==> config.mk <==
export PLATFORM = sky130hd
export DESIGN_NAME = mips_cpu_alu
export DESIGN_NICKNAME = d
export VERILOG_FILES = /design/src/rtl/mips_pkg.sv /design/src/rtl/mips_cpu_alu.sv
export SDC_FILE = /design/constraint.sdc
export NUM_CORES = 2
export LEC_CHECK = 0
export BUFFER_PORTS_ARGS = -buffer_cell sky130_fd_sc_hd__buf_2
export CORE_MARGIN = 2
export CORE_UTILIZATION = 60
export DETAILED_ROUTE_END_ITERATION = 8
export GPL_TIMING_DRIVEN = 1
export PLACE_DENSITY = 0.78
export RECOVER_POWER = 25
export SLEW_MARGIN = 30
export SYNTH_ARGS = -nofsm -noshare
export SYNTH_HDL_FRONTEND = slang
export SYNTH_SLANG_ARGS = --single-unit
export TNS_END_PERCENT = 50
==> constraint.sdc <==
create_clock -name vclk -period 19.6
set_input_delay 2.94 -clock vclk [all_inputs]
set_output_delay 2.94 -clock vclk [all_outputs]
set_load 0.005 [all_outputs]
==> src/rtl/mips_pkg.sv <==
package mips_pkg;

    typedef logic [31:0] word_t;
    typedef logic [4:0]  reg_idx_t;
    typedef logic [5:0]  opcode_t;
    typedef logic [4:0]  alu_op_t;

    typedef enum logic [2:0] {IF, ID, EX, MEM, STP} state_t;
    typedef enum logic [1:0] {OTHER, STORE, LOAD, LINK} instr_class_t;

    localparam word_t reset_vector = 32'hBFC0_0000;

    localparam alu_op_t ALU_ADDU   = 5'd0;
    localparam alu_op_t ALU_SUBU   = 5'd1;
    localparam alu_op_t ALU_AND    = 5'd2;
    localparam alu_op_t ALU_OR     = 5'd3;
    localparam alu_op_t ALU_XOR    = 5'd4;
    localparam alu_op_t ALU_SLT    = 5'd5;
    localparam alu_op_t ALU_SLTU   = 5'd6;
    localparam alu_op_t ALU_SLL    = 5'd7;
    localparam alu_op_t ALU_SRL    = 5'd8;
    localparam alu_op_t ALU_MULTU  = 5'd9;
    localparam alu_op_t ALU_PASS_A = 5'd10;
    localparam alu_op_t ALU_LUI    = 5'd11;
    localparam alu_op_t ALU_EQ     = 5'd12;
    localparam alu_op_t ALU_NE     = 5'd13;
    localparam alu_op_t ALU_GEZ    = 5'd14;
    localparam alu_op_t ALU_LTZ    = 5'd15;

    localparam opcode_t OP_SPECIAL = 6'h00;
    localparam opcode_t OP_REGIMM  = 6'h01;
    localparam opcode_t OP_J       = 6'h02;
    localparam opcode_t OP_JAL     = 6'h03;
    localparam opcode_t OP_BEQ     = 6'h04;
    localparam opcode_t OP_BNE     = 6'h05;
    localparam opcode_t OP_ADDIU   = 6'h09;
    localparam opcode_t OP_SLTI    = 6'h0A;
    localparam opcode_t OP_ANDI    = 6'h0C;
    localparam opcode_t OP_ORI     = 6'h0D;
    localparam opcode_t OP_LUI     = 6'h0F;
    localparam opcode_t OP_LW      = 6'h23;
    localparam opcode_t OP_SW      = 6'h2B;

    localparam opcode_t FN_SLL   = 6'h00;
    localparam opcode_t FN_SRL   = 6'h02;
    localparam opcode_t FN_JR    = 6'h08;
    localparam opcode_t FN_MFHI  = 6'h10;
    localparam opcode_t FN_MTHI  = 6'h11;
    localparam opcode_t FN_MFLO  = 6'h12;
    localparam opcode_t FN_MTLO  = 6'h13;
    localparam opcode_t FN_MULTU = 6'h19;
    localparam opcode_t FN_ADDU  = 6'h21;
    localparam opcode_t FN_SUBU  = 6'h23;
    localparam opcode_t FN_AND   = 6'h24;
    localparam opcode_t FN_OR    = 6'h25;
    localparam opcode_t FN_XOR   = 6'h26;
    localparam opcode_t FN_SLT   = 6'h2A;
    localparam opcode_t FN_SLTU  = 6'h2B;

    // Datapath select encodings
    localparam logic [1:0] PC_SRC_INC    = 2'd0;
    localparam logic [1:0] PC_SRC_BRANCH = 2'd1;
    localparam logic [1:0] PC_SRC_JUMP   = 2'd2;
    localparam logic [1:0] PC_SRC_REG    = 2'd3;

    localparam logic [1:0] SRC_A_PC  = 2'd0;
    localparam logic [1:0] SRC_A_REG = 2'd1;
    localparam logic [1:0] SRC_A_B   = 2'd2;

    localparam logic [1:0] SRC_B_REG    = 2'd0;
    localparam logic [1:0] SRC_B_IMM    = 2'd1;
    localparam logic [1:0] SRC_B_BRANCH = 2'd2;

    localparam logic [1:0] DST_RT = 2'd0;
    localparam logic [1:0] DST_RD = 2'd1;
    localparam logic [1:0] DST_RA = 2'd2;

    localparam logic [2:0] WB_ALU  = 3'd0;
    localparam logic [2:0] WB_MEM  = 3'd1;
    localparam logic [2:0] WB_HI   = 3'd2;
    localparam logic [2:0] WB_LO   = 3'd3;
    localparam logic [2:0] WB_LINK = 3'd4;

endpackage

==> src/rtl/mips_cpu_alu.sv <==
`timescale 1ns/1ps

module mips_cpu_alu (
    input  mips_pkg::word_t   a,
    input  mips_pkg::word_t   b,
    input  logic [4:0]        shamt,
    input  mips_pkg::alu_op_t alu_op,
    output mips_pkg::word_t   result,
    output mips_pkg::word_t   hi,
    output mips_pkg::word_t   lo,
    output logic              cond
);
    import mips_pkg::*;

    logic [63:0] product;

    assign product = 64'(a) * 64'(b); // Unsigned only
    assign hi      = product[63:32];
    assign lo      = product[31:0];

    always_comb begin
        case (alu_op)
            ALU_ADDU:   result = a + b;
            ALU_SUBU:   result = a - b;
            ALU_AND:    result = a & b;
            ALU_OR:     result = a | b;
            ALU_XOR:    result = a ^ b;
            ALU_SLT:    result = {31'd0, $signed(a) < $signed(b)};
            ALU_SLTU:   result = {31'd0, a < b};
            ALU_SLL:    result = a << shamt;
            ALU_SRL:    result = a >> shamt;
            ALU_MULTU:  result = product[31:0];
            ALU_PASS_A: result = a;
            ALU_LUI:    result = {b[15:0], 16'h0000};
            default:    result = '0;
        endcase
    end

    // Branch and jump decision
    always_comb begin
        case (alu_op)
            ALU_EQ:     cond = (a == b);
            ALU_NE:     cond = (a != b);
            ALU_GEZ:    cond = !a[31];
            ALU_LTZ:    cond = a[31];
            ALU_PASS_A: cond = 1'b1;
            default:    cond = 1'b0;
        endcase
    end

endmodule

==> impl_metrics.csv <==
group,metric,value,unit
outcome,status,"finished, violations left",
outcome,violations,"capacitance limit, slew limit",
logic_synthesis,synth.cell_area,0.0403,mm2
cells_and_area,seq_cell_count,0,
timing,fmax,61.8,MHz
routing,via_per_inst,6.56,
cells_and_area,nClkBuffers,0,
timing,worstMarginPinSlew,2.64,ns
hold_path,hold_end,"cond",
cells_and_area,nets,6264,
timing,finalCriticalPeriod,16.18,ns
setup_path,start_kind,"primary input",
timing,finalHoldViolCount,0,
logic_synthesis,postSynthCellCount,5014,
global_route,grt_max_degree,69,
floorplanning,io_pins,171,
timing,fin_tns_setup,0,ns
floorplanning,die_x,263,um
timing,slew_headroom,-76.3,%
cells_and_area,drive_gt1_share,6.23,%
placement,io_buffer_count,171,
cells_and_area,utilization,62.2,%
placement,gp_congestion,1.05,
hold_path,hold_depth,3,
floorplanning,coreArea,0.0668,mm2
global_route,antenna_found_initial,11,
routing,vias,38099,
floorplanning,die_h,263,um
floorplanning,row_count,95,
cells_and_area,syn_to_final_growth,3.20,%
timing,period_share,82.6,%
floorplanning,die_area,0.0692,mm2
clock_tree,post_cts_buffers,0,
routing,drc,0,
global_route,grt_pass1_wl,248000,um
hold_path,hold_path_class,"in2out",
clock_tree,cts-resized-gates,0,
setup_path,worstPathArrival,13.24,ns
logic_synthesis,syn_nets,6345,
logic_synthesis,avgSynthCellArea,8.04,um2
hold_path,hp-start,"alu_op[4]",
routing,ant_nets,0,
logic_synthesis,synth_warnings,0,
setup_path,cp-end-kind,"output pin",
floorplanning,start_util,60.3,%
routing,wl_per_cell,28.5,um
setup_path,setup.worst_path.class,"in2out",
routing,drt_iter0_drc,5064,
placement,place_hpwl,126000,um
global_route,grt_pass1_vias,39037,
timing,grt_setup_unrepaired,"no",
routing,drt_first_pass_iters,6,
setup_path,worstPathMaxFanout,23,
flow_run,cap_violations,2,
logic_synthesis,synth_seq_area_share,0,%
setup_path,required,16.66,ns
global_route,grt_usage,48.3,%
global_route,grt_overflow,0,
timing,setup_viol,0,
routing,drt_wl_total,166000,um
logic_synthesis,ys_types,89,
timing,maxSlewViolCount,51,
cells_and_area,seq_area,0,um2
clock_tree,postCtsHoldBufs,0,
==> final cells by class <==
class,count,area [um2]
multi-input cells,3688,35300
fillers,5949,25200
inverters,997,3740
repair buffers,246,1400
well taps,873,1090
diodes,7,17.5
==> cells by family after synthesis <==
logic type	after synthesis	synth area share, %
simple gates	1532	15.3
compound gates	755	12.6
fa+ha+maj	1257	55.8
xor+xnor	67	1.46
mux	77	2.43
buf+inv	1326	12.4
==> cells in the mapped netlist (all sizes together), types with 18 or more instances <==
cell / n / area [um2]
o21a: 18 / 135
clkbuf: 244 / 917
a21oi: 206 / 1040
o211ai: 41 / 313
a21o: 43 / 323
nand4: 24 / 150
fa: 898 / 18000
o21ai: 152 / 768
a22oi: 20 / 150
a221o: 21 / 210
buf: 85 / 347
o22ai: 24 / 156
nor3: 28 / 140
xor2: 23 / 201
ha: 359 / 4490
nor2: 637 / 2390
a221oi: 32 / 287
nand3: 34 / 170
inv: 990 / 3720
nand2: 711 / 2670
o21bai: 26 / 195
xnor2: 44 / 385
a211oi: 34 / 260
mux2i: 53 / 531
nand2b: 18 / 113
==> worst max-delay path: stages <==
cell and delay, ns:
buf_2 0.08, clkbuf_1 1.29, inv_1 1.06, nor2_1 0.34, fa_1 0.48, fa_1 0.45
fa_1 0.50, inv_1 0.05, fa_1 0.47, inv_1 0.06, fa_1 0.50, inv_1 0.05
fa_1 0.52, inv_1 0.05, fa_1 0.41, fa_1 0.43, ha_1 0.36, nand2_1 0.13
nor3_1 0.39, nand3_1 0.20, or3_1 0.40, o32a_1 0.36, nor2b_1 0.27, xnor2_1 0.93
a211oi_1 0.17, o21ai_0 0.15, buf_2 0.15
==> placed cells by master (no fill, tap or decap), drive strengths merged, types with 7 or more instances in the layout <==
cell / instances
fa: 898
o21bai: 26
o31ai: 8
inv: 989
mux2i: 53
xor2: 23
diode: 7
o21a: 18
mux2: 8
a221o: 21
clkinv: 8
a21o: 43
a211oi: 34
clkbuf: 17
nor2b: 13
and3: 15
buf: 229
o211ai: 41
nand4: 24
o221ai: 10
o2111ai: 14
nor4: 9
a21oi: 206
nand3: 34
a31oi: 17
o22ai: 24
a221oi: 32
mux4: 16
ha: 359
nor2: 637
a222oi: 10
and2: 12
o21ai: 152
nor3: 28
xnor2: 44
nand2: 711
a22oi: 20
nand2b: 18
==> layer usage <==
metal  GRT usage [%]  up-vias  part of all wire [%]  wire length [um]
met3            14.5      896                    14             23500
li1                -    15432                     -                 -
met4            35.4       10                    10             16500
met5           0.693        -                 0.072               120
met1            59.8    18567                    34             56000
met2            72.0     3194                    42             69400
==> per-stage QoR <==
stage	worst slack [ns]	hold slack, ns	cells	area (um2)
floorplan	6.53	5.91	5014	40300
global placement	4.63	6.21	5804	41600
detailed placement	4.53	6.21	5804	41600
CTS	4.52	6.21	5804	41600
global route	3.37	6.23	5805	41600
finish	3.42	6.20	5811	41600
==> worst max-delay path by stage <==
stage	cells after the start	startpoint	slack, ns	endpoint
floorplan	29	a[8]	6.53	hi[27]
global placement	27	a[12]	4.63	result[30]
detailed placement	27	a[12]	4.53	result[30]
CTS	27	a[12]	4.52	result[30]
global route	27	a[7]	3.37	result[30]
finish	27	a[7]	3.42	result[30]
