## src/rtl/mips_pkg.sv

```systemverilog
package mips_pkg;

    typedef logic [31:0] word_t;
    typedef logic [4:0]  reg_idx_t;
    typedef logic [5:0]  opcode_t;
    typedef logic [4:0]  alu_op_t;

    typedef enum logic [2:0] {IF, ID, EX, MEM, STP} state_t;
    typedef enum logic [1:0] {OTHER, STORE, LOAD, LINK} instr_class_t;

    localparam word_t reset_vector = 32'hBFC0_0000;

    localparam alu_op_t ALU_ADDU   = 5'd0;
    localparam alu_op_t ALU_SUBU   = 5'd1;
    localparam alu_op_t ALU_AND    = 5'd2;
    localparam alu_op_t ALU_OR     = 5'd3;
    localparam alu_op_t ALU_XOR    = 5'd4;
    localparam alu_op_t ALU_SLT    = 5'd5;
    localparam alu_op_t ALU_SLTU   = 5'd6;
    localparam alu_op_t ALU_SLL    = 5'd7;
    localparam alu_op_t ALU_SRL    = 5'd8;
    localparam alu_op_t ALU_MULTU  = 5'd9;
    localparam alu_op_t ALU_PASS_A = 5'd10;
    localparam alu_op_t ALU_LUI    = 5'd11;
    localparam alu_op_t ALU_EQ     = 5'd12;
    localparam alu_op_t ALU_NE     = 5'd13;
    localparam alu_op_t ALU_GEZ    = 5'd14;
    localparam alu_op_t ALU_LTZ    = 5'd15;

    localparam opcode_t OP_SPECIAL = 6'h00;
    localparam opcode_t OP_REGIMM  = 6'h01;
    localparam opcode_t OP_J       = 6'h02;
    localparam opcode_t OP_JAL     = 6'h03;
    localparam opcode_t OP_BEQ     = 6'h04;
    localparam opcode_t OP_BNE     = 6'h05;
    localparam opcode_t OP_ADDIU   = 6'h09;
    localparam opcode_t OP_SLTI    = 6'h0A;
    localparam opcode_t OP_ANDI    = 6'h0C;
    localparam opcode_t OP_ORI     = 6'h0D;
    localparam opcode_t OP_LUI     = 6'h0F;
    localparam opcode_t OP_LW      = 6'h23;
    localparam opcode_t OP_SW      = 6'h2B;

    localparam opcode_t FN_SLL   = 6'h00;
    localparam opcode_t FN_SRL   = 6'h02;
    localparam opcode_t FN_JR    = 6'h08;
    localparam opcode_t FN_MFHI  = 6'h10;
    localparam opcode_t FN_MTHI  = 6'h11;
    localparam opcode_t FN_MFLO  = 6'h12;
    localparam opcode_t FN_MTLO  = 6'h13;
    localparam opcode_t FN_MULTU = 6'h19;
    localparam opcode_t FN_ADDU  = 6'h21;
    localparam opcode_t FN_SUBU  = 6'h23;
    localparam opcode_t FN_AND   = 6'h24;
    localparam opcode_t FN_OR    = 6'h25;
    localparam opcode_t FN_XOR   = 6'h26;
    localparam opcode_t FN_SLT   = 6'h2A;
    localparam opcode_t FN_SLTU  = 6'h2B;

    // Datapath select encodings
    localparam logic [1:0] PC_SRC_INC    = 2'd0;
    localparam logic [1:0] PC_SRC_BRANCH = 2'd1;
    localparam logic [1:0] PC_SRC_JUMP   = 2'd2;
    localparam logic [1:0] PC_SRC_REG    = 2'd3;

    localparam logic [1:0] SRC_A_PC  = 2'd0;
    localparam logic [1:0] SRC_A_REG = 2'd1;
    localparam logic [1:0] SRC_A_B   = 2'd2;

    localparam logic [1:0] SRC_B_REG    = 2'd0;
    localparam logic [1:0] SRC_B_IMM    = 2'd1;
    localparam logic [1:0] SRC_B_BRANCH = 2'd2;

    localparam logic [1:0] DST_RT = 2'd0;
    localparam logic [1:0] DST_RD = 2'd1;
    localparam logic [1:0] DST_RA = 2'd2;

    localparam logic [2:0] WB_ALU  = 3'd0;
    localparam logic [2:0] WB_MEM  = 3'd1;
    localparam logic [2:0] WB_HI   = 3'd2;
    localparam logic [2:0] WB_LO   = 3'd3;
    localparam logic [2:0] WB_LINK = 3'd4;

endpackage

```

## src/rtl/mips_cpu_pc.sv

```systemverilog
`timescale 1ns/1ps

module mips_cpu_pc (
    input  logic            clk,
    input  logic            reset,
    input  logic            pc_write,
    input  logic            pc_write_cond,
    input  logic            cond,
    input  logic [1:0]      pc_src,
    input  mips_pkg::word_t alu_result,
    input  mips_pkg::word_t jump_target,
    input  mips_pkg::word_t reg_target,
    output mips_pkg::word_t pc,
    output logic            pc_zero
);
    import mips_pkg::*;

    word_t pc_next;

    always_comb begin
        case (pc_src)
            PC_SRC_BRANCH: pc_next = reg_target; // Target saved during ID
            PC_SRC_JUMP:   pc_next = jump_target;
            PC_SRC_REG:    pc_next = alu_result; // rs passed through ALU
            default:       pc_next = pc + 32'd4;
        endcase
    end

    always_ff @(posedge clk) begin
        if (reset) begin
            pc <= reset_vector;
        end else if (pc_write && (!pc_write_cond || cond)) begin
            pc <= pc_next;
        end
    end

    assign pc_zero = (pc == '0);

endmodule

```

## config.mk

```make
export PLATFORM = sky130hd
export DESIGN_NAME = mips_cpu_pc
export DESIGN_NICKNAME = d
export VERILOG_FILES = /design/src/rtl/mips_pkg.sv /design/src/rtl/mips_cpu_pc.sv
export SDC_FILE = /design/constraint.sdc
export NUM_CORES = 1
export LEC_CHECK = 0
export ABC_AREA = 1
export ABC_CLOCK_PERIOD_IN_PS = 5300
export BUFFER_PORTS_ARGS = -buffer_cell sky130_fd_sc_hd__buf_2
export CAP_MARGIN = 10
export CORE_AREA = 5 5 80 82
export CTS_CLUSTER_DIAMETER = 60
export DETAILED_ROUTE_END_ITERATION = 12
export DIE_AREA = 0 0 85 87
export GPL_ROUTABILITY_DRIVEN = 0
export HOLD_SLACK_MARGIN = 0.12
export PLACE_DENSITY_LB_ADDON = 0.3
export SYNTH_ARGS = -nofsm -noshare
export SYNTH_HDL_FRONTEND = slang
export SYNTH_SLANG_ARGS = --single-unit
```

## constraint.sdc

```tcl
create_clock -name clk -period 5.3 [get_ports clk]
set_clock_uncertainty 0.2 [all_clocks]
set_input_delay 0.53 -clock clk [delete_from_list [all_inputs] [get_ports clk]]
set_output_delay 0.53 -clock clk [all_outputs]
set_load 0.1 [all_outputs]
```

==> flow_summary_export.csv <==
group,metric,value,unit
run_status,status,"complete, no violations",
synth,ys_seq_elements,32,
floorplan,die_area,0.00740,mm^2
critical_path,critPathKind,"reg2out",
synth,synth_top_cell_by_area,"nand2_1",
synth,netlist_area,0.00279,mm^2
global_routing,grt_max_degree,40,
global_routing,antenna_found_initial,0,
critical_path,cp_max_fo,7,
floorplan,io_pins,136,
placed_design,dp_hpwl,8040,um
finish,insertedDiodeCount,0,
critical_path,reg2reg_slack,3.15,ns
critical_path,r2r_cells,10,
floorplan,die_w,85,um
finish,drive_gt1_frac,0.266,
finish,final_core_util,0.628,
sta,worst_slew_pin_slew,1.08,ns
floorplan,die_h,87,um
sta,period_share,0.518,
synth,async_reset_ff_frac,0,
clock_network,cts_setup_buffers,0,
floorplan,rows,28,
critical_path,worstSetupEndpointType,"primary output",
clock_network,ctsHoldBuffers,0,
clock_network,cts_tree,"built",
floorplan,core_area,0.00568,mm^2
global_routing,gr-total-overflow,0,
sta,slew_violations,0,
clock_network,cts-htree-levels,2,
routing,antenna_left,0,
critical_path,critPathRequiredTime,4.57,ns
clock_network,ctsRootBufferMaster,"clkbuf_8",
synth,synth_cell_types,33,
routing,drc,0,
routing,totalWireLength,10000,um
clock_network,worstSkewPairLatency,0.29,ns
finish,top_register,"pc",
synth,syn_inst,487,
critical_path,crit_path_start_kind,"flop",
min_path,worstHoldStart,"alu_result[4]",
min_path,hold_path_depth,3,
sta,setup_tns,0,ns
synth,synth.area.top_cells,"nand2_1 27%, dfxtp_1 23%, a21oi_1 7.0%",
global_routing,grtUsageTotal,0.273,
critical_path,r2r_start,"pc[2]",
global_routing,grt_pass1_vias,3605,
routing,wl_per_cell,14.6,um
pwr,leakage,1.78,nW
min_path,hp-class,"in2reg",
pwr,power.density,232,mW/mm^2
finish,synthToLayoutAreaGrowth,27.7,%
routing,viasPerCell,5.44,
synth,ys_seq_area_frac,0.230,
synth,syn-num-nets,592,
finish,largest_reg_flops,32,
clock_network,cts_resized,0,
critical_path,rr_endpoint,"pc[24]",
job,maxCapViolations,0,
routing,drt_iter0_drc,386,
sta,finalCriticalPeriod,2.75,ns
sta,hold_slack,0.308,ns
clock_network,path_clk_slew,0.06,ns
synth,yosys_warnings,0,
finish,largest_registers,"pc x32",
min_path,worstHoldEndpoint,"pc[4]",
placed_design,port-buffer-count,135,
clock_network,cts_buffers,5,
sta,setup_viol,0,
global_routing,grt_pass1_wl,16500,um
sta,fmax,364,MHz
synth,synth-edff-count,0,
pwr,ir_drop,0.123,mV
finish,final_common_cell,"nand2_1",
pwr,power,0.827,mW
clock_network,clockBufferDepth,2,
critical_path,worstPathArrival,2.02,ns
sta,max_slew_margin,0.281,
synth,synth_top_area_frac,0.270,
finish,layout_common_cells,"201 x nand2_1, 135 x buf_2, 46 x nor2_1, 39 x a21oi_1, 32 x dfxtp_1",
finish,nets,713,
sta,rsz0062_at_grt,"false",
synth,avgSynthCellArea,5.73,um^2
floorplan,start_util,0.492,
clock_network,clock-sinks,32,
routing,firstDrtPassIters,5,
routing,num_vias,3722,
sta,hold_violations,0,
synth,ys_dominant_reg_cell,"dfxtp_1",
[Yosys cell counts (2+ instances only)]
library cell	instances
nand2_1	201
nor2_1	48
a21oi_1	39
dfxtp_1	32
inv_1	26
o21ai_0	23
nand3_1	15
buf_2	10
clkbuf_1	10
a211oi_1	9
nor2_2	8
a22o_1	7
nor4_1	7
xor2_1	6
a221oi_1	5
a41oi_1	5
nand2_2	5
a31oi_1	4
nand3b_1	4
nand4_1	3
nor2_4	3
o221ai_1	3
xnor2_1	3
ha_1	2
[cell families after synthesis]
family / count (synthesis) / synth area share
XOR/XNOR: 9 / 0.0283
AND/OR/NAND/NOR: 298 / 0.452
buffers and inverters: 49 / 0.0704
flip-flops: 32 / 0.230
adder cells (fa/ha/maj): 2 / 0.00897
AO/OA/AOI/OAI: 97 / 0.211
[area by class of cell]
| class | instances | area [um^2] |
|---|---|---|
| repair buffers | 135 | 676 |
| clock buffers | 8 | 90.1 |
| multi-input cells | 406 | 1960 |
| fillers | 553 | 2110 |
| inverters | 28 | 105 |
| well taps | 75 | 93.8 |
| flip-flops and latches | 32 | 641 |
[how the worst max path moves through the flow]
stage	to	cells after the start	slack, ns	start
detailed placement	pc[11]	8	2.35	cond
CTS	pc_zero	7	2.59	pc[2]
global placement	pc[11]	7	2.50	pc_write_cond
global route	pc[11]	8	2.29	cond
finish	pc_zero	7	2.55	pc[2]
floorplan	pc_zero	6	1.87	pc[2]
[stage by stage]
step	std cells	worst slack, ns	area [um^2]
after global routing	684	2.29	3560
after global placement	676	2.50	3470
after CTS	684	2.59	3560
final	684	2.55	3560
after floorplan	487	1.87	2790
after detailed placement	676	2.35	3470
[worst max-delay path, stage by stage, from the launching register on]
cell and delay, ns:
dfxtp_1 0.37, inv_1 0.19, ha_1 0.21, nand3_1 0.08, nor4_1 0.18, nand3_1 0.11, nor2_1 0.13, buf_2 0.44
[power by group]
part / switching [mW] / leakage, nW / internal [mW]
logic: 0.245 / 1.47 / 0.0846
registers: 0.0394 / 0.265 / 0.261
clock network: 0.0918 / 0.0455 / 0.106
total: 0.376 / 1.78 / 0.451
[routing by layer]
metal / part of all wire / GRT usage / vias up / routed length [um]
met1: 0.43 / 0.370 / 1674 / 4290
li1: - / - / 1857 / -
met2: 0.46 / 0.431 / 177 / 4600
met4: 0.015 / 0.0835 / 0 / 152
met5: 0 / 0 / - / 0
met3: 0.097 / 0.0615 / 14 / 969
No activity file was read; power rests on OpenSTA's default activity.
