==> src/rtl/mips_pkg.sv <==
package mips_pkg;

    typedef logic [31:0] word_t;
    typedef logic [4:0]  reg_idx_t;
    typedef logic [5:0]  opcode_t;
    typedef logic [4:0]  alu_op_t;

    typedef enum logic [2:0] {IF, ID, EX, MEM, STP} state_t;
    typedef enum logic [1:0] {OTHER, STORE, LOAD, LINK} instr_class_t;

    localparam word_t reset_vector = 32'hBFC0_0000;

    localparam alu_op_t ALU_ADDU   = 5'd0;
    localparam alu_op_t ALU_SUBU   = 5'd1;
    localparam alu_op_t ALU_AND    = 5'd2;
    localparam alu_op_t ALU_OR     = 5'd3;
    localparam alu_op_t ALU_XOR    = 5'd4;
    localparam alu_op_t ALU_SLT    = 5'd5;
    localparam alu_op_t ALU_SLTU   = 5'd6;
    localparam alu_op_t ALU_SLL    = 5'd7;
    localparam alu_op_t ALU_SRL    = 5'd8;
    localparam alu_op_t ALU_MULTU  = 5'd9;
    localparam alu_op_t ALU_PASS_A = 5'd10;
    localparam alu_op_t ALU_LUI    = 5'd11;
    localparam alu_op_t ALU_EQ     = 5'd12;
    localparam alu_op_t ALU_NE     = 5'd13;
    localparam alu_op_t ALU_GEZ    = 5'd14;
    localparam alu_op_t ALU_LTZ    = 5'd15;

    localparam opcode_t OP_SPECIAL = 6'h00;
    localparam opcode_t OP_REGIMM  = 6'h01;
    localparam opcode_t OP_J       = 6'h02;
    localparam opcode_t OP_JAL     = 6'h03;
    localparam opcode_t OP_BEQ     = 6'h04;
    localparam opcode_t OP_BNE     = 6'h05;
    localparam opcode_t OP_ADDIU   = 6'h09;
    localparam opcode_t OP_SLTI    = 6'h0A;
    localparam opcode_t OP_ANDI    = 6'h0C;
    localparam opcode_t OP_ORI     = 6'h0D;
    localparam opcode_t OP_LUI     = 6'h0F;
    localparam opcode_t OP_LW      = 6'h23;
    localparam opcode_t OP_SW      = 6'h2B;

    localparam opcode_t FN_SLL   = 6'h00;
    localparam opcode_t FN_SRL   = 6'h02;
    localparam opcode_t FN_JR    = 6'h08;
    localparam opcode_t FN_MFHI  = 6'h10;
    localparam opcode_t FN_MTHI  = 6'h11;
    localparam opcode_t FN_MFLO  = 6'h12;
    localparam opcode_t FN_MTLO  = 6'h13;
    localparam opcode_t FN_MULTU = 6'h19;
    localparam opcode_t FN_ADDU  = 6'h21;
    localparam opcode_t FN_SUBU  = 6'h23;
    localparam opcode_t FN_AND   = 6'h24;
    localparam opcode_t FN_OR    = 6'h25;
    localparam opcode_t FN_XOR   = 6'h26;
    localparam opcode_t FN_SLT   = 6'h2A;
    localparam opcode_t FN_SLTU  = 6'h2B;

    // Datapath select encodings
    localparam logic [1:0] PC_SRC_INC    = 2'd0;
    localparam logic [1:0] PC_SRC_BRANCH = 2'd1;
    localparam logic [1:0] PC_SRC_JUMP   = 2'd2;
    localparam logic [1:0] PC_SRC_REG    = 2'd3;

    localparam logic [1:0] SRC_A_PC  = 2'd0;
    localparam logic [1:0] SRC_A_REG = 2'd1;
    localparam logic [1:0] SRC_A_B   = 2'd2;

    localparam logic [1:0] SRC_B_REG    = 2'd0;
    localparam logic [1:0] SRC_B_IMM    = 2'd1;
    localparam logic [1:0] SRC_B_BRANCH = 2'd2;

    localparam logic [1:0] DST_RT = 2'd0;
    localparam logic [1:0] DST_RD = 2'd1;
    localparam logic [1:0] DST_RA = 2'd2;

    localparam logic [2:0] WB_ALU  = 3'd0;
    localparam logic [2:0] WB_MEM  = 3'd1;
    localparam logic [2:0] WB_HI   = 3'd2;
    localparam logic [2:0] WB_LO   = 3'd3;
    localparam logic [2:0] WB_LINK = 3'd4;

endpackage

==> src/rtl/mips_cpu_regfile.sv <==
`timescale 1ns/1ps

module mips_cpu_regfile (
    input  logic               clk,
    input  logic               reset,
    input  mips_pkg::reg_idx_t rs_idx,
    input  mips_pkg::reg_idx_t rt_idx,
    input  mips_pkg::reg_idx_t wr_idx,
    input  mips_pkg::word_t    wr_data,
    input  logic               reg_write,
    output mips_pkg::word_t    rs_data,
    output mips_pkg::word_t    rt_data,
    output mips_pkg::word_t    register_v0
);
    import mips_pkg::*;

    word_t regs [32];

    always_ff @(posedge clk) begin
        if (reset) begin
            for (int i = 0; i < 32; i++) begin
                regs[i] <= '0;
            end
        end else if (reg_write && wr_idx != '0) begin
            regs[wr_idx] <= wr_data; // r0 stays zero
        end
    end

    assign rs_data     = regs[rs_idx];
    assign rt_data     = regs[rt_idx];
    assign register_v0 = regs[2];

endmodule

==> config.mk <==
export PLATFORM = sky130hd
export DESIGN_NAME = mips_cpu_regfile
export DESIGN_NICKNAME = d
export VERILOG_FILES = /design/src/rtl/mips_pkg.sv /design/src/rtl/mips_cpu_regfile.sv
export SDC_FILE = /design/constraint.sdc
export NUM_CORES = 2
export LEC_CHECK = 0
export BUFFER_PORTS_ARGS = -buffer_cell sky130_fd_sc_hd__buf_2
export CAP_MARGIN = 0
export CORE_MARGIN = 2
export CORE_UTILIZATION = 30
export DETAILED_ROUTE_END_ITERATION = 7
export GPL_TIMING_DRIVEN = 0
export HOLD_SLACK_MARGIN = 0.02
export PLACE_DENSITY_LB_ADDON = 0.05
export SYNTH_ARGS = -nofsm -noshare
export SYNTH_HDL_FRONTEND = slang
export SYNTH_SLANG_ARGS = --single-unit
==> constraint.sdc <==
create_clock -name clk -period 4.1 [get_ports clk]
set_input_delay 0.205 -clock clk [delete_from_list [all_inputs] [get_ports clk]]
set_output_delay 0.205 -clock clk [all_outputs]
set_load 0.05 [all_outputs]
==> results by group <==
Status
  – Status: complete, but fails checks
  – Failing checks: max-capacitance violations, max-slew violations

Worst setup path
  – Delay-heaviest family, CP: buffers and inverters
  – WP data required: 3.89 ns
  – CP max FO: 10
  – Setup CP Type: primary input to primary output
  – Largest stage delay, worst path: 0.98 ns
  – CP max stage cell: clkbuf_1
  – WP data arrival: 3.80 ns
  – Crit. End Element: primary output
  – Buf/Inv on CP: 4
  – CP Cell Sequence: buf_2 > nor2_1 > clkbuf_1 > clkbuf_1 > a22oi_1 > nand3_1 > nand3_1 > buf_2
  – Crit path launch type: primary input

Synth
  – Ranking of synthesized cells by area: edfxtp_1, mux2i_1, and2_1
  – Yosys cell types: 30
  – Post-Syn Area: 0.0561 mm²
  – Primary FF master, synth: edfxtp_1
  – Synth Area in Adders: 0%
  – Yosys top cell by area: edfxtp_1
  – Share of the synthesized area in the top cell type: 54.8%
  – Syn_area_per_cell: 12.2 µm²
  – Post-synthesis compound-gate area fraction: 6.99%
  – Ys async rst share: 0%
  – Synth Area in XOR/XNOR: 0%
  – Synth warn: 0
  – Synth Instances: 4,605
  – Simple-gate share of the synthesized area: 15.7%
  – Number of synthesized flops with an enable pin: 1,024
  – Sequential area share after synthesis: 54.8%
  – Multiplexer share of the synthesized area: 18.3%
  – Commonest cells in the netlist: edfxtp_1, mux2i_1, and2_1
  – Flops & latches, synth: 1,024
  – Largest family of logic cells by synthesized area: multiplexers

Detailed routing
  – Wire length on met2: 123,000 µm
  – DRT antenna net count: 0
  – Total number of vias: 40,600
  – # DRC: 0
  – Vias/cell: 5.37
  – Uppermost layer routed: met5
  – Metal-1 WL: 117,000 µm
  – Routed WL: 270,000 µm
  – 1st-pass router iterations: 6
  – Routed len/inst: 35.8 µm
  – Routed wl met3: 17,700 µm
  – Detailed Route Iter0 Violations: 4,056

Timing
  – Max-slew headroom: -5.24%
  – Post-Route Setup TNS: 0 ns
  – Hold Slack: 0.244 ns
  – Maximum clock frequency: 0.250 GHz
  – RSZ-0062 raised after global routing: no
  – Setup-failing EPs final: 0
  – Slew @ Worst Pin: 1.58 ns
  – Final period util: 97.7%
  – Minimum clock period: 4.01 ns
  – Fin. max-slew vios: 22
  – Final Hold Violating Endpoints: 0

Final layout
  – Fill cell count: 18,400
  – Seq. cell area: 0.0307 mm²
  – Layout cells sized above 1: 12.0%
  – NumNets Final: 5,011
  – Biggest regs: regs: 1024 flops
  – Largest Register: regs
  – Multi-input gate area: 0.0231 mm²
  – Max FFs per register: 1,024
  – Area grow syn2layout: 15.5%
  – Finished Layout Cells: 7,558

Clock tree
  – Clock Pin Slew Worst Setup and Hold Paths: 0.06 ns
  – CTS Buf Count: 135
  – Clock sinks: 1,024
  – Post-CTS sizing: 0
  – H-Tree Depth: 4
  – CTS tree: yes
  – Max Buffers Root-to-Sink: 3
  – CTS root buf: clkbuf_16

Global route
  – Grt total ovfl: 0
  – Initial antenna violation count: 23
  – Total GRT Usage: 27.8%
  – Largest net degree at the start of global routing: 33
  – First-pass GRT wire length: 358,000 µm
  – Vias in the first global route: 40,500

Floorplan
  – Core area: 0.186 mm²
  – Die extent in y: 437 µm
  – Die width: 437 µm
  – Ports: 146
  – Row count: 158
  – Initial Util: 30.2%
  – Full die area: 0.191 mm²

Power and ir drop
  – Max VDD drop: 297 µV
  – Leakage: 25.2 nW
  – Design Power: 0.0278 W
  – Pwr/cell area: 428 mW/mm²

Worst hold path
  – Min-delay worst type: primary input to register

Place
  – Final GP Congestion: 0.920
  – Port buffer count: 143
  – DP Wirelength: 192,000 µm
  – Placed insts: 7,272

Run
  – Max_cap viols: 2
placed cells by master (no fill, tap or decap), drive strengths merged, types with 4 or more instances in the layout:
master | Yosys | routed
clkinv | 0 | 49
nand3 | 194 | 194
dlygate4sd3 | 0 | 32
nand3b | 4 | 4
buf | 182 | 338
a22o | 128 | 128
edfxtp | 1024 | 1024
a31oi | 64 | 64
inv | 0 | 6
or2 | 33 | 33
nand2b | 5 | 5
mux2i | 1024 | 1024
nor3 | 64 | 64
conb | 1 | 32
nor2b | 5 | 5
and2 | 994 | 994
nor2 | 35 | 35
nand2 | 196 | 196
a21oi | 192 | 192
diode | 0 | 17
clkbuf | 264 | 442
a22oi | 192 | 192
per-layer routing:
| layer | vias up | global-route usage [%] |
|---|---|---|
| met5 | - | 0.958 |
| met4 | 2 | 12.1 |
| met3 | 408 | 5.19 |
| met2 | 1598 | 44.0 |
| met1 | 20900 | 36.9 |
| li1 | 17600 | - |
timing repair:
action	CTS	global route
setup buffers	0	0
hold endpoints to repair	32	0
hold buffers	32	0
cells by family (layout without fill, tap and decap cells):
| logic type | Yosys count | after routing |
|---|---|---|
| DFF | 1024 | 1024 |
| muxes | 1024 | 1024 |
| other | 1 | 49 |
| AOI/OAI and AO/OA | 576 | 576 |
| buffers and inverters | 446 | 871 |
| and+or+nand+nor | 1534 | 1534 |
tightest hold or removal path: cells and delay by family:
| kind | cells | cell delay (ns) |
|---|---|---|
| buffers and inverters | 1 | 0.18 |
| AND/OR/NAND/NOR | 3 | 0.47 |
power by group:
part           switching, W  internal, W
clock network       0.00499      0.00641
logic               0.00286      0.00109
registers          0.000303       0.0121
final timing paths:
path | from | endpoint | slack [ns] | cells after the start
max | rs_idx[0] | rs_data[9] | 0.09 | 8
min | wr_idx[3] | regs[8][31]$_SDFFCE_PN0P_ | 0.24 | 4
area by class of cell:
class	instances	share of cell area, %
Sequential cell	1024	47.4
Multi-Input combinational cell	3166	35.7
Clock buffer	178	5.66
Tap cell	2480	4.79
Buffer	446	3.72
Timing Repair Buffer	188	2.05
Clock inverter	59	0.591
Antenna cell	17	0.0656
stage by stage:
step           util, %  cell area (µm²)  setup slack (ns)
3_3_place_gp      32.4            60100             0.183
6_report          34.9            64800            0.0944
2_1_floorplan        -            56200              2.25
4_1_cts           34.9            64800             0.332
3_5_place_dp      32.5            60400             0.333
5_1_grt           34.9            64800             0.214
Note: power is estimated with default switching activity, not from simulation.
