[src/rtl/mips_pkg.sv]
package mips_pkg;

    typedef logic [31:0] word_t;
    typedef logic [4:0]  reg_idx_t;
    typedef logic [5:0]  opcode_t;
    typedef logic [4:0]  alu_op_t;

    typedef enum logic [2:0] {IF, ID, EX, MEM, STP} state_t;
    typedef enum logic [1:0] {OTHER, STORE, LOAD, LINK} instr_class_t;

    localparam word_t reset_vector = 32'hBFC0_0000;

    localparam alu_op_t ALU_ADDU   = 5'd0;
    localparam alu_op_t ALU_SUBU   = 5'd1;
    localparam alu_op_t ALU_AND    = 5'd2;
    localparam alu_op_t ALU_OR     = 5'd3;
    localparam alu_op_t ALU_XOR    = 5'd4;
    localparam alu_op_t ALU_SLT    = 5'd5;
    localparam alu_op_t ALU_SLTU   = 5'd6;
    localparam alu_op_t ALU_SLL    = 5'd7;
    localparam alu_op_t ALU_SRL    = 5'd8;
    localparam alu_op_t ALU_MULTU  = 5'd9;
    localparam alu_op_t ALU_PASS_A = 5'd10;
    localparam alu_op_t ALU_LUI    = 5'd11;
    localparam alu_op_t ALU_EQ     = 5'd12;
    localparam alu_op_t ALU_NE     = 5'd13;
    localparam alu_op_t ALU_GEZ    = 5'd14;
    localparam alu_op_t ALU_LTZ    = 5'd15;

    localparam opcode_t OP_SPECIAL = 6'h00;
    localparam opcode_t OP_REGIMM  = 6'h01;
    localparam opcode_t OP_J       = 6'h02;
    localparam opcode_t OP_JAL     = 6'h03;
    localparam opcode_t OP_BEQ     = 6'h04;
    localparam opcode_t OP_BNE     = 6'h05;
    localparam opcode_t OP_ADDIU   = 6'h09;
    localparam opcode_t OP_SLTI    = 6'h0A;
    localparam opcode_t OP_ANDI    = 6'h0C;
    localparam opcode_t OP_ORI     = 6'h0D;
    localparam opcode_t OP_LUI     = 6'h0F;
    localparam opcode_t OP_LW      = 6'h23;
    localparam opcode_t OP_SW      = 6'h2B;

    localparam opcode_t FN_SLL   = 6'h00;
    localparam opcode_t FN_SRL   = 6'h02;
    localparam opcode_t FN_JR    = 6'h08;
    localparam opcode_t FN_MFHI  = 6'h10;
    localparam opcode_t FN_MTHI  = 6'h11;
    localparam opcode_t FN_MFLO  = 6'h12;
    localparam opcode_t FN_MTLO  = 6'h13;
    localparam opcode_t FN_MULTU = 6'h19;
    localparam opcode_t FN_ADDU  = 6'h21;
    localparam opcode_t FN_SUBU  = 6'h23;
    localparam opcode_t FN_AND   = 6'h24;
    localparam opcode_t FN_OR    = 6'h25;
    localparam opcode_t FN_XOR   = 6'h26;
    localparam opcode_t FN_SLT   = 6'h2A;
    localparam opcode_t FN_SLTU  = 6'h2B;

    // Datapath select encodings
    localparam logic [1:0] PC_SRC_INC    = 2'd0;
    localparam logic [1:0] PC_SRC_BRANCH = 2'd1;
    localparam logic [1:0] PC_SRC_JUMP   = 2'd2;
    localparam logic [1:0] PC_SRC_REG    = 2'd3;

    localparam logic [1:0] SRC_A_PC  = 2'd0;
    localparam logic [1:0] SRC_A_REG = 2'd1;
    localparam logic [1:0] SRC_A_B   = 2'd2;

    localparam logic [1:0] SRC_B_REG    = 2'd0;
    localparam logic [1:0] SRC_B_IMM    = 2'd1;
    localparam logic [1:0] SRC_B_BRANCH = 2'd2;

    localparam logic [1:0] DST_RT = 2'd0;
    localparam logic [1:0] DST_RD = 2'd1;
    localparam logic [1:0] DST_RA = 2'd2;

    localparam logic [2:0] WB_ALU  = 3'd0;
    localparam logic [2:0] WB_MEM  = 3'd1;
    localparam logic [2:0] WB_HI   = 3'd2;
    localparam logic [2:0] WB_LO   = 3'd3;
    localparam logic [2:0] WB_LINK = 3'd4;

endpackage

[src/rtl/mips_cpu_datapath.sv]
`timescale 1ns/1ps

module mips_cpu_datapath (
    input  logic               clk,
    input  logic               reset,
    input  logic               mem_read,
    input  logic               iord,
    input  logic               ir_write,
    input  logic [1:0]         reg_dst,
    input  logic [2:0]         reg_data_sel,
    input  logic [1:0]         alu_src_a,
    input  logic [1:0]         alu_src_b,
    input  logic               hi_en,
    input  logic               lo_en,
    input  logic               hi_lo_sel,
    input  logic               sign_extend,
    input  mips_pkg::word_t    readdata,
    input  mips_pkg::word_t    pc,
    input  mips_pkg::word_t    alu_result,
    input  mips_pkg::word_t    alu_hi,
    input  mips_pkg::word_t    alu_lo,
    input  mips_pkg::word_t    rs_data,
    input  mips_pkg::word_t    rt_data,
    output mips_pkg::word_t    address,
    output mips_pkg::word_t    writedata,
    output mips_pkg::opcode_t  op,
    output mips_pkg::opcode_t  func,
    output mips_pkg::reg_idx_t rt,
    output mips_pkg::word_t    alu_a,
    output mips_pkg::word_t    alu_b,
    output mips_pkg::reg_idx_t wr_idx,
    output mips_pkg::word_t    wr_data,
    output mips_pkg::reg_idx_t rs_idx,
    output mips_pkg::word_t    jump_target,
    output mips_pkg::word_t    reg_target
);
    import mips_pkg::*;

    word_t ir;
    word_t a_reg, b_reg;
    word_t alu_out;
    word_t hi_reg, lo_reg;
    word_t mdr;
    word_t imm_ext;

    assign op          = ir[31:26];
    assign rs_idx      = ir[25:21];
    assign rt          = ir[20:16];
    assign func        = ir[5:0];
    assign imm_ext     = sign_extend ? {{16{ir[15]}}, ir[15:0]} : {16'h0000, ir[15:0]};
    assign jump_target = {pc[31:28], ir[25:0], 2'b00};
    assign reg_target  = alu_out;
    assign address     = iord ? alu_result : pc;
    assign writedata   = b_reg;

    always_ff @(posedge clk) begin
        if (reset) begin
            ir <= '0;
        end else if (ir_write) begin
            ir <= readdata;
        end
    end

    always_ff @(posedge clk) begin
        a_reg   <= rs_data;
        b_reg   <= rt_data;
        alu_out <= alu_result; // Branch target after ID, link address after EX
        if (mem_read && iord) begin
            mdr <= readdata; // Last capture is the completing cycle
        end
        if (hi_en) begin
            hi_reg <= hi_lo_sel ? alu_result : alu_hi;
        end
        if (lo_en) begin
            lo_reg <= hi_lo_sel ? alu_result : alu_lo;
        end
    end

    always_comb begin
        case (alu_src_a)
            SRC_A_PC: alu_a = pc;
            SRC_A_B:  alu_a = b_reg; // Shift operand
            default:  alu_a = a_reg;
        endcase
        case (alu_src_b)
            SRC_B_IMM:    alu_b = imm_ext;
            SRC_B_BRANCH: alu_b = {imm_ext[29:0], 2'b00};
            default:      alu_b = b_reg;
        endcase
        case (reg_dst)
            DST_RD:  wr_idx = ir[15:11];
            DST_RA:  wr_idx = 5'd31;
            default: wr_idx = rt;
        endcase
        case (reg_data_sel)
            WB_MEM:  wr_data = mdr;
            WB_HI:   wr_data = hi_reg;
            WB_LO:   wr_data = lo_reg;
            WB_LINK: wr_data = alu_out;
            default: wr_data = alu_result;
        endcase
    end

endmodule

[config.mk]
export PLATFORM = sky130hd
export DESIGN_NAME = mips_cpu_datapath
export DESIGN_NICKNAME = d
export VERILOG_FILES = /design/src/rtl/mips_pkg.sv /design/src/rtl/mips_cpu_datapath.sv
export SDC_FILE = /design/constraint.sdc
export NUM_CORES = 1
export LEC_CHECK = 0
export BUFFER_PORTS_ARGS = -buffer_cell sky130_fd_sc_hd__buf_2
export CORE_AREA = 3 3 190 192
export DETAILED_ROUTE_END_ITERATION = 7
export DIE_AREA = 0 0 193 195
export GPL_ROUTABILITY_DRIVEN = 0
export PLACE_DENSITY_LB_ADDON = 0.05
export SYNTH_ARGS = -nofsm -noshare
export SYNTH_HDL_FRONTEND = slang
export SYNTH_SLANG_ARGS = --single-unit
[constraint.sdc]
create_clock -name clk -period 3.15 [get_ports clk]
set_input_delay 0.315 -clock clk [delete_from_list [all_inputs] [get_ports clk]]
set_output_delay 0.315 -clock clk [all_outputs]
set_load 0.01 [all_outputs]
==> flow_metrics.env, run 1 <==
export IMPL_dp_hpwl_mm=34.6
export IMPL_clk_latency_ps=550
export IMPL_die_x_um=193
export IMPL_avgViaCountPerCell=4.73
export IMPL_post_cts_buffers=0
export IMPL_skew_ps=0
export IMPL_cp_top_family="buffers and inverters"
export IMPL_layout_common_cells="buf_2 (490), dfxtp_1 (128), dlygate4sd3_1 (124)"
export IMPL_ant_nets=0
export IMPL_min_period_ps=2330
export IMPL_fp_coreArea_um2=34500
export IMPL_synth_warnings=0
export IMPL_synth_seq_area_share=0.538
export IMPL_fmax_ghz=0.430
export IMPL_critPathKind="in -> out"
export IMPL_area_growth_pct=47.6
export IMPL_ctsHoldBuffers=124
export IMPL_dieArea_um2=37600
export IMPL_hold_path_class="in -> reg"
export IMPL_start_util=0.293
export IMPL_grt_overflow_total=0
export IMPL_drt_iter0_markers=654
export IMPL_critPathSlowestCell="o21a_4"
export IMPL_fin_setup_tns_ps=0
export IMPL_critPathMaxStageDelay_ps=460
export IMPL_grt_pass1_vias=9373
export IMPL_synthCells=969
export IMPL_syn_area_um2=10100
export IMPL_async_flop_share=0
export IMPL_status="finished clean"
export IMPL_slew_viol_final=0
export IMPL_wire_per_inst_um=22.3
export IMPL_synth_top_area_frac=0.285
export IMPL_yosys_most_used_dff="dfxtp_1"
export IMPL_ys_types=29
export IMPL_clk_pin_slew_ps=60
export IMPL_clkSinkCount=224
export IMPL_cp_arrival_ps=2010
export IMPL_finalSetupViolations=0
export IMPL_rsz0062_at_grt="false"
export IMPL_grt_first_pass_wirelength_mm=63.6
export IMPL_cts_resized=0
export IMPL_synth_edf_count=96
export IMPL_dp_cells=1836
export IMPL_instances_no_fill=2009
export IMPL_hold_viol_final=0
export IMPL_peakVddDrop_v=0.000467
export IMPL_crit_chain="buf_2, buf_4, o21a_4, nor2_2, buf_4, o22a_1, buf_2"
export IMPL_finalCritPeriodShare=0.739
export IMPL_drc=0
export IMPL_cts_buffers=26
export IMPL_yosys_area_top_type="edfxtp_1"
export IMPL_layout_commonest_cell="buf_2"
export IMPL_drive_above_1_share=0.380
export IMPL_finalWirelength_mm=44.8
export IMPL_vias=9507
export IMPL_root_buffer="clkbuf_16"
export IMPL_ys_seq_elements=224
export IMPL_endpoint_kind="primary output"
export IMPL_nets=1779
export IMPL_whs_ps=33.9
export IMPL_cts_tree="yes"
export IMPL_cts_path_max_buffers=3
export IMPL_io_buffers=490
export IMPL_cp_max_fo=33
export IMPL_leakagePower_nw=6.99
export IMPL_io_pins=493
export IMPL_core_rowCount=68
export IMPL_grt_use_total=0.229
export IMPL_p_per_area_nw_per_um2=545
export IMPL_relSlewSlack=0.296
export IMPL_synth_area_per_cell_um2=10.4
export IMPL_tightestPinTransition_ps=1060
export IMPL_antenna_found_initial=7
export IMPL_final_core_util=0.433
export IMPL_setup_worst_path_start_class="input port"
export IMPL_h_tree_depth=1
export IMPL_drt_first_pass_iters=5
export IMPL_grt_max_degree=65
export IMPL_die_h_um=195
export IMPL_crit_required_ps=2830
export IMPL_maxCapViolCount=0
export IMPL_synth_area_leaders="edfxtp_1 (28%), dfxtp_1 (25%), mux2i_1 (6.3%)"
export IMPL_crit_buf_inv=4
Yosys cell counts, types with 4 or more instances:
library cell and instances:
dfxtp_1 128, o21ai_0 119, edfxtp_1 96, nand2_1 89, inv_1 68, mux2i_1 64
nand3b_1 64, clkbuf_1 41, a21oi_1 38, nor2_1 34, a221o_1 32, mux2_2 32
o22a_1 32, nand2b_1 28, buf_4 26, buf_2 23, a21o_1 14, a22oi_1 14
buf_6 8, or2b_1 5, ha_1 4
cells by family (layout without fill, tap and decap cells):
kind of cell             Yosys count  count (layout)  share of synthesized area
AND/OR/NAND/NOR                  224             224                      0.116
AO/OA/AOI/OAI                    252             252                      0.161
adder cells (fa/ha/maj)            4               4                    0.00494
other                              1               3                   0.000370
flip-flops                       224             224                      0.538
multiplexers                      96              96                     0.0989
buffers and inverters            168             751                     0.0807
where the power goes:
group          internal, W  switching (W)  leakage, nW
logic             0.000633       0.000757         4.54
clock network      0.00209        0.00129        0.452
registers          0.00324       0.000124         2.00
layout make-up:
cell class,instances,area (µm²)
fill,3494,19600
sequential,224,5450
timing repair buffer,635,3850
clock inverter,20,298
multi-input combinational,578,3870
antenna,1,2.50
inverter,68,255
clock buffer,28,658
tap,455,569
worst paths after layout:
| kind | start | endpoint | slack [ps] | cells past startpoint |
|---|---|---|---|---|
| hold reg to reg | ir[30] | ir[30] | 490 | 2 |
| hold / removal | readdata[4] | mdr[4] | 30 | 1 |
| setup / recovery | reg_data_sel[2] | wr_data[7] | 820 | 7 |
| setup reg to reg | ir[18] | ir[18] | 2370 | 2 |
routing by layer:
layer | vias up | track usage | wire length, µm
li1 | 4551 | - | -
met1 | 4510 | 0.321 | 20000
met2 | 383 | 0.368 | 20800
met3 | 57 | 0.0456 | 3030
met4 | 6 | 0.0461 | 910
met5 | - | 0 | 47
per-stage QoR:
step | area [µm²] | power (W) | setup slack, ps
6_report | 14900 | 0.00814 | 822
2_1_floorplan | 10100 | 0.00403 | 1190
4_1_cts | 14900 | 0.00825 | 828
3_5_place_dp | 12700 | 0.00469 | 831
3_3_place_gp | 12700 | 0.00470 | 848
5_1_grt | 14900 | 0.00848 | 697
Power figures use the tool's default switching activity.
==> inputs of run 2 (changes only) <==
==> constraint.sdc (replaced) <==
create_clock -name clk -period 2.22 [get_ports clk]
set_input_delay 0.222 -clock clk [delete_from_list [all_inputs] [get_ports clk]]
set_output_delay 0.222 -clock clk [all_outputs]
set_load 0.01 [all_outputs]
==> flow_metrics.env, run 2 (synthesis gave the netlist of run 1 again) <==
export IMPL_post_place_ws_ps=131
export IMPL_grt_max_degree=97
export IMPL_multi_input_area_um2=3870
export IMPL_leakagePower_nw=7.03
export IMPL_final_area_um2=15000
export IMPL_die_h_um=195
export IMPL_dp_cells=1844
export IMPL_root_buffer="clkbuf_16"
export IMPL_maxCapViolCount=0
export IMPL_skew_ps=0
export IMPL_tightestPinTransition_ps=1040
export IMPL_drt_iter0_markers=651
export IMPL_io_buffers=490
export IMPL_crit_top_cell="buf_2"
export IMPL_grt_pass1_vias=9817
export IMPL_whs_ps=25.4
export IMPL_grt_use_total=0.231
export IMPL_die_x_um=193
export IMPL_hold_path_class="in -> reg"
export IMPL_layout_common_cells="buf_2 (490), dlygate4sd3_1 (129), dfxtp_1 (128)"
export IMPL_vias=9656
export IMPL_h_tree_depth=1
export IMPL_placed_cell_area_um2=12800
export IMPL_status="finished clean"
export IMPL_dp_hpwl_mm=34.8
export IMPL_grt_overflow_total=0
export IMPL_crit_required_ps=2000
export IMPL_min_period_ps=2100
export IMPL_finalSetupViolations=0
export IMPL_layout_commonest_cell="buf_2"
export IMPL_endpoint_kind="primary output"
export IMPL_p_seq_frac=0.431
export IMPL_core_rowCount=68
export IMPL_crit_buf_inv=3
export IMPL_critPathKind="in -> out"
export IMPL_clk_latency_ps=530
export IMPL_dieArea_um2=37600
export IMPL_layout_setup_ws_ps=121
export IMPL_regArea_um2=5450
export IMPL_finalWirelength_mm=45.3
export IMPL_ant_nets=0
export IMPL_critPathSlowestCell="nor2_2"
export IMPL_clkSinkCount=224
export IMPL_p_per_area_nw_per_um2=737
export IMPL_area_growth_pct=48.1
export IMPL_drt_first_pass_iters=5
export IMPL_grt_first_pass_wirelength_mm=64.9
export IMPL_hold_viol_final=0
export IMPL_fillers=3492
export IMPL_drc=0
export IMPL_fmax_ghz=0.476
export IMPL_wire_per_inst_um=22.3
export IMPL_cp_top_family="simple AND/OR/NAND/NOR gates"
export IMPL_start_util=0.293
export IMPL_cts_tree="yes"
export IMPL_cp_max_fo=21
export IMPL_switching_share=0.276
export IMPL_fin_setup_tns_ps=0
export IMPL_netSwitchingPower_w=0.00305
export IMPL_slew_viol_final=0
export IMPL_rsz0062_at_grt="false"
export IMPL_intPower_w=0.00800
export IMPL_antenna_found_initial=5
export IMPL_cts_path_max_buffers=3
export IMPL_io_pins=493
export IMPL_crit_chain="buf_2, nor2_2, buf_4, a221o_1, o22a_1, buf_2"
export IMPL_nets=1794
export IMPL_finalCritPeriodShare=0.945
export IMPL_relSlewSlack=0.308
export IMPL_avgViaCountPerCell=4.76
export IMPL_cts_resized=0
export IMPL_p_clk_frac=0.386
export IMPL_power_frac_comb=0.182
export IMPL_peakVddDrop_v=0.000534
export IMPL_instances_no_fill=2027
export IMPL_post_cts_buffers=0
export IMPL_critPathMaxStageDelay_ps=800
export IMPL_drive_above_1_share=0.378
export IMPL_ctsHoldBuffers=129
export IMPL_setup_worst_path_start_class="input port"
export IMPL_fp_coreArea_um2=34500
export IMPL_cp_arrival_ps=1880
export IMPL_cts_buffers=28
export IMPL_clk_pin_slew_ps=60
## run 2: cell count changes in the layout (fill, tap and decap cells not counted), sizes merged
cell / before / now
buf: 511 / 519
bufinv: 7 / 1
clkbuf: 28 / 34
clkinv: 8 / 17
clkinvlp: 5 / 0
diode: 1 / 2
dlygate4sd3: 124 / 129
## run 2: area by class of cell
cell class,count,area share
repair buffers,648,0.267
well taps,455,0.0380
inverters,68,0.0170
clock inverters,18,0.00701
flip-flops and latches,224,0.363
multi-input cells,578,0.258
diodes,2,0.000334
clock buffers,34,0.0497
## run 2: metrics by stage
stage / total power, W / util
global route: 0.0115 / 0.434
floorplan: 0.00572 / -
finish: 0.0110 / 0.434
detailed placement: 0.00667 / 0.372
CTS: 0.0112 / 0.434
global placement: 0.00669 / 0.372
## run 2: worst reg2reg max path, cell delays in order (launching register included)
cell and delay [ps]:
dfxtp_1 500, mux2i_1 120, nor2_1 90
## run 2: path summary, 6_finish.rpt
kind / startpoint / to / slack (ps) / cells after the start
setup reg to reg: ir[18] / ir[18] / 1450 / 2
hold reg to reg: ir[26] / ir[26] / 490 / 2
setup / recovery: reg_data_sel[0] / wr_data[7] / 120 / 6
hold / removal: alu_hi[15] / hi_reg[15] / 30 / 3
## run 2: power groups by stage
stage | logic [W] | registers [W] | clock network, W
finish | 0.00202 | 0.00476 | 0.00427
global route | 0.00218 | 0.00479 | 0.00454
CTS | 0.00203 | 0.00476 | 0.00438
detailed placement | 0.00183 | 0.00484 | 0
global placement | 0.00184 | 0.00486 | 0
floorplan | 0.000892 | 0.00482 | 0
## run 2: metal layers
| layer | share of wire | GRT usage | vias up |
|---|---|---|---|
| met1 | 0.44 | 0.321 | 4552 |
| met5 | 0.00029 | 0 | - |
| li1 | - | - | 4575 |
| met4 | 0.032 | 0.0705 | 2 |
| met3 | 0.072 | 0.0454 | 84 |
| met2 | 0.45 | 0.365 | 443 |
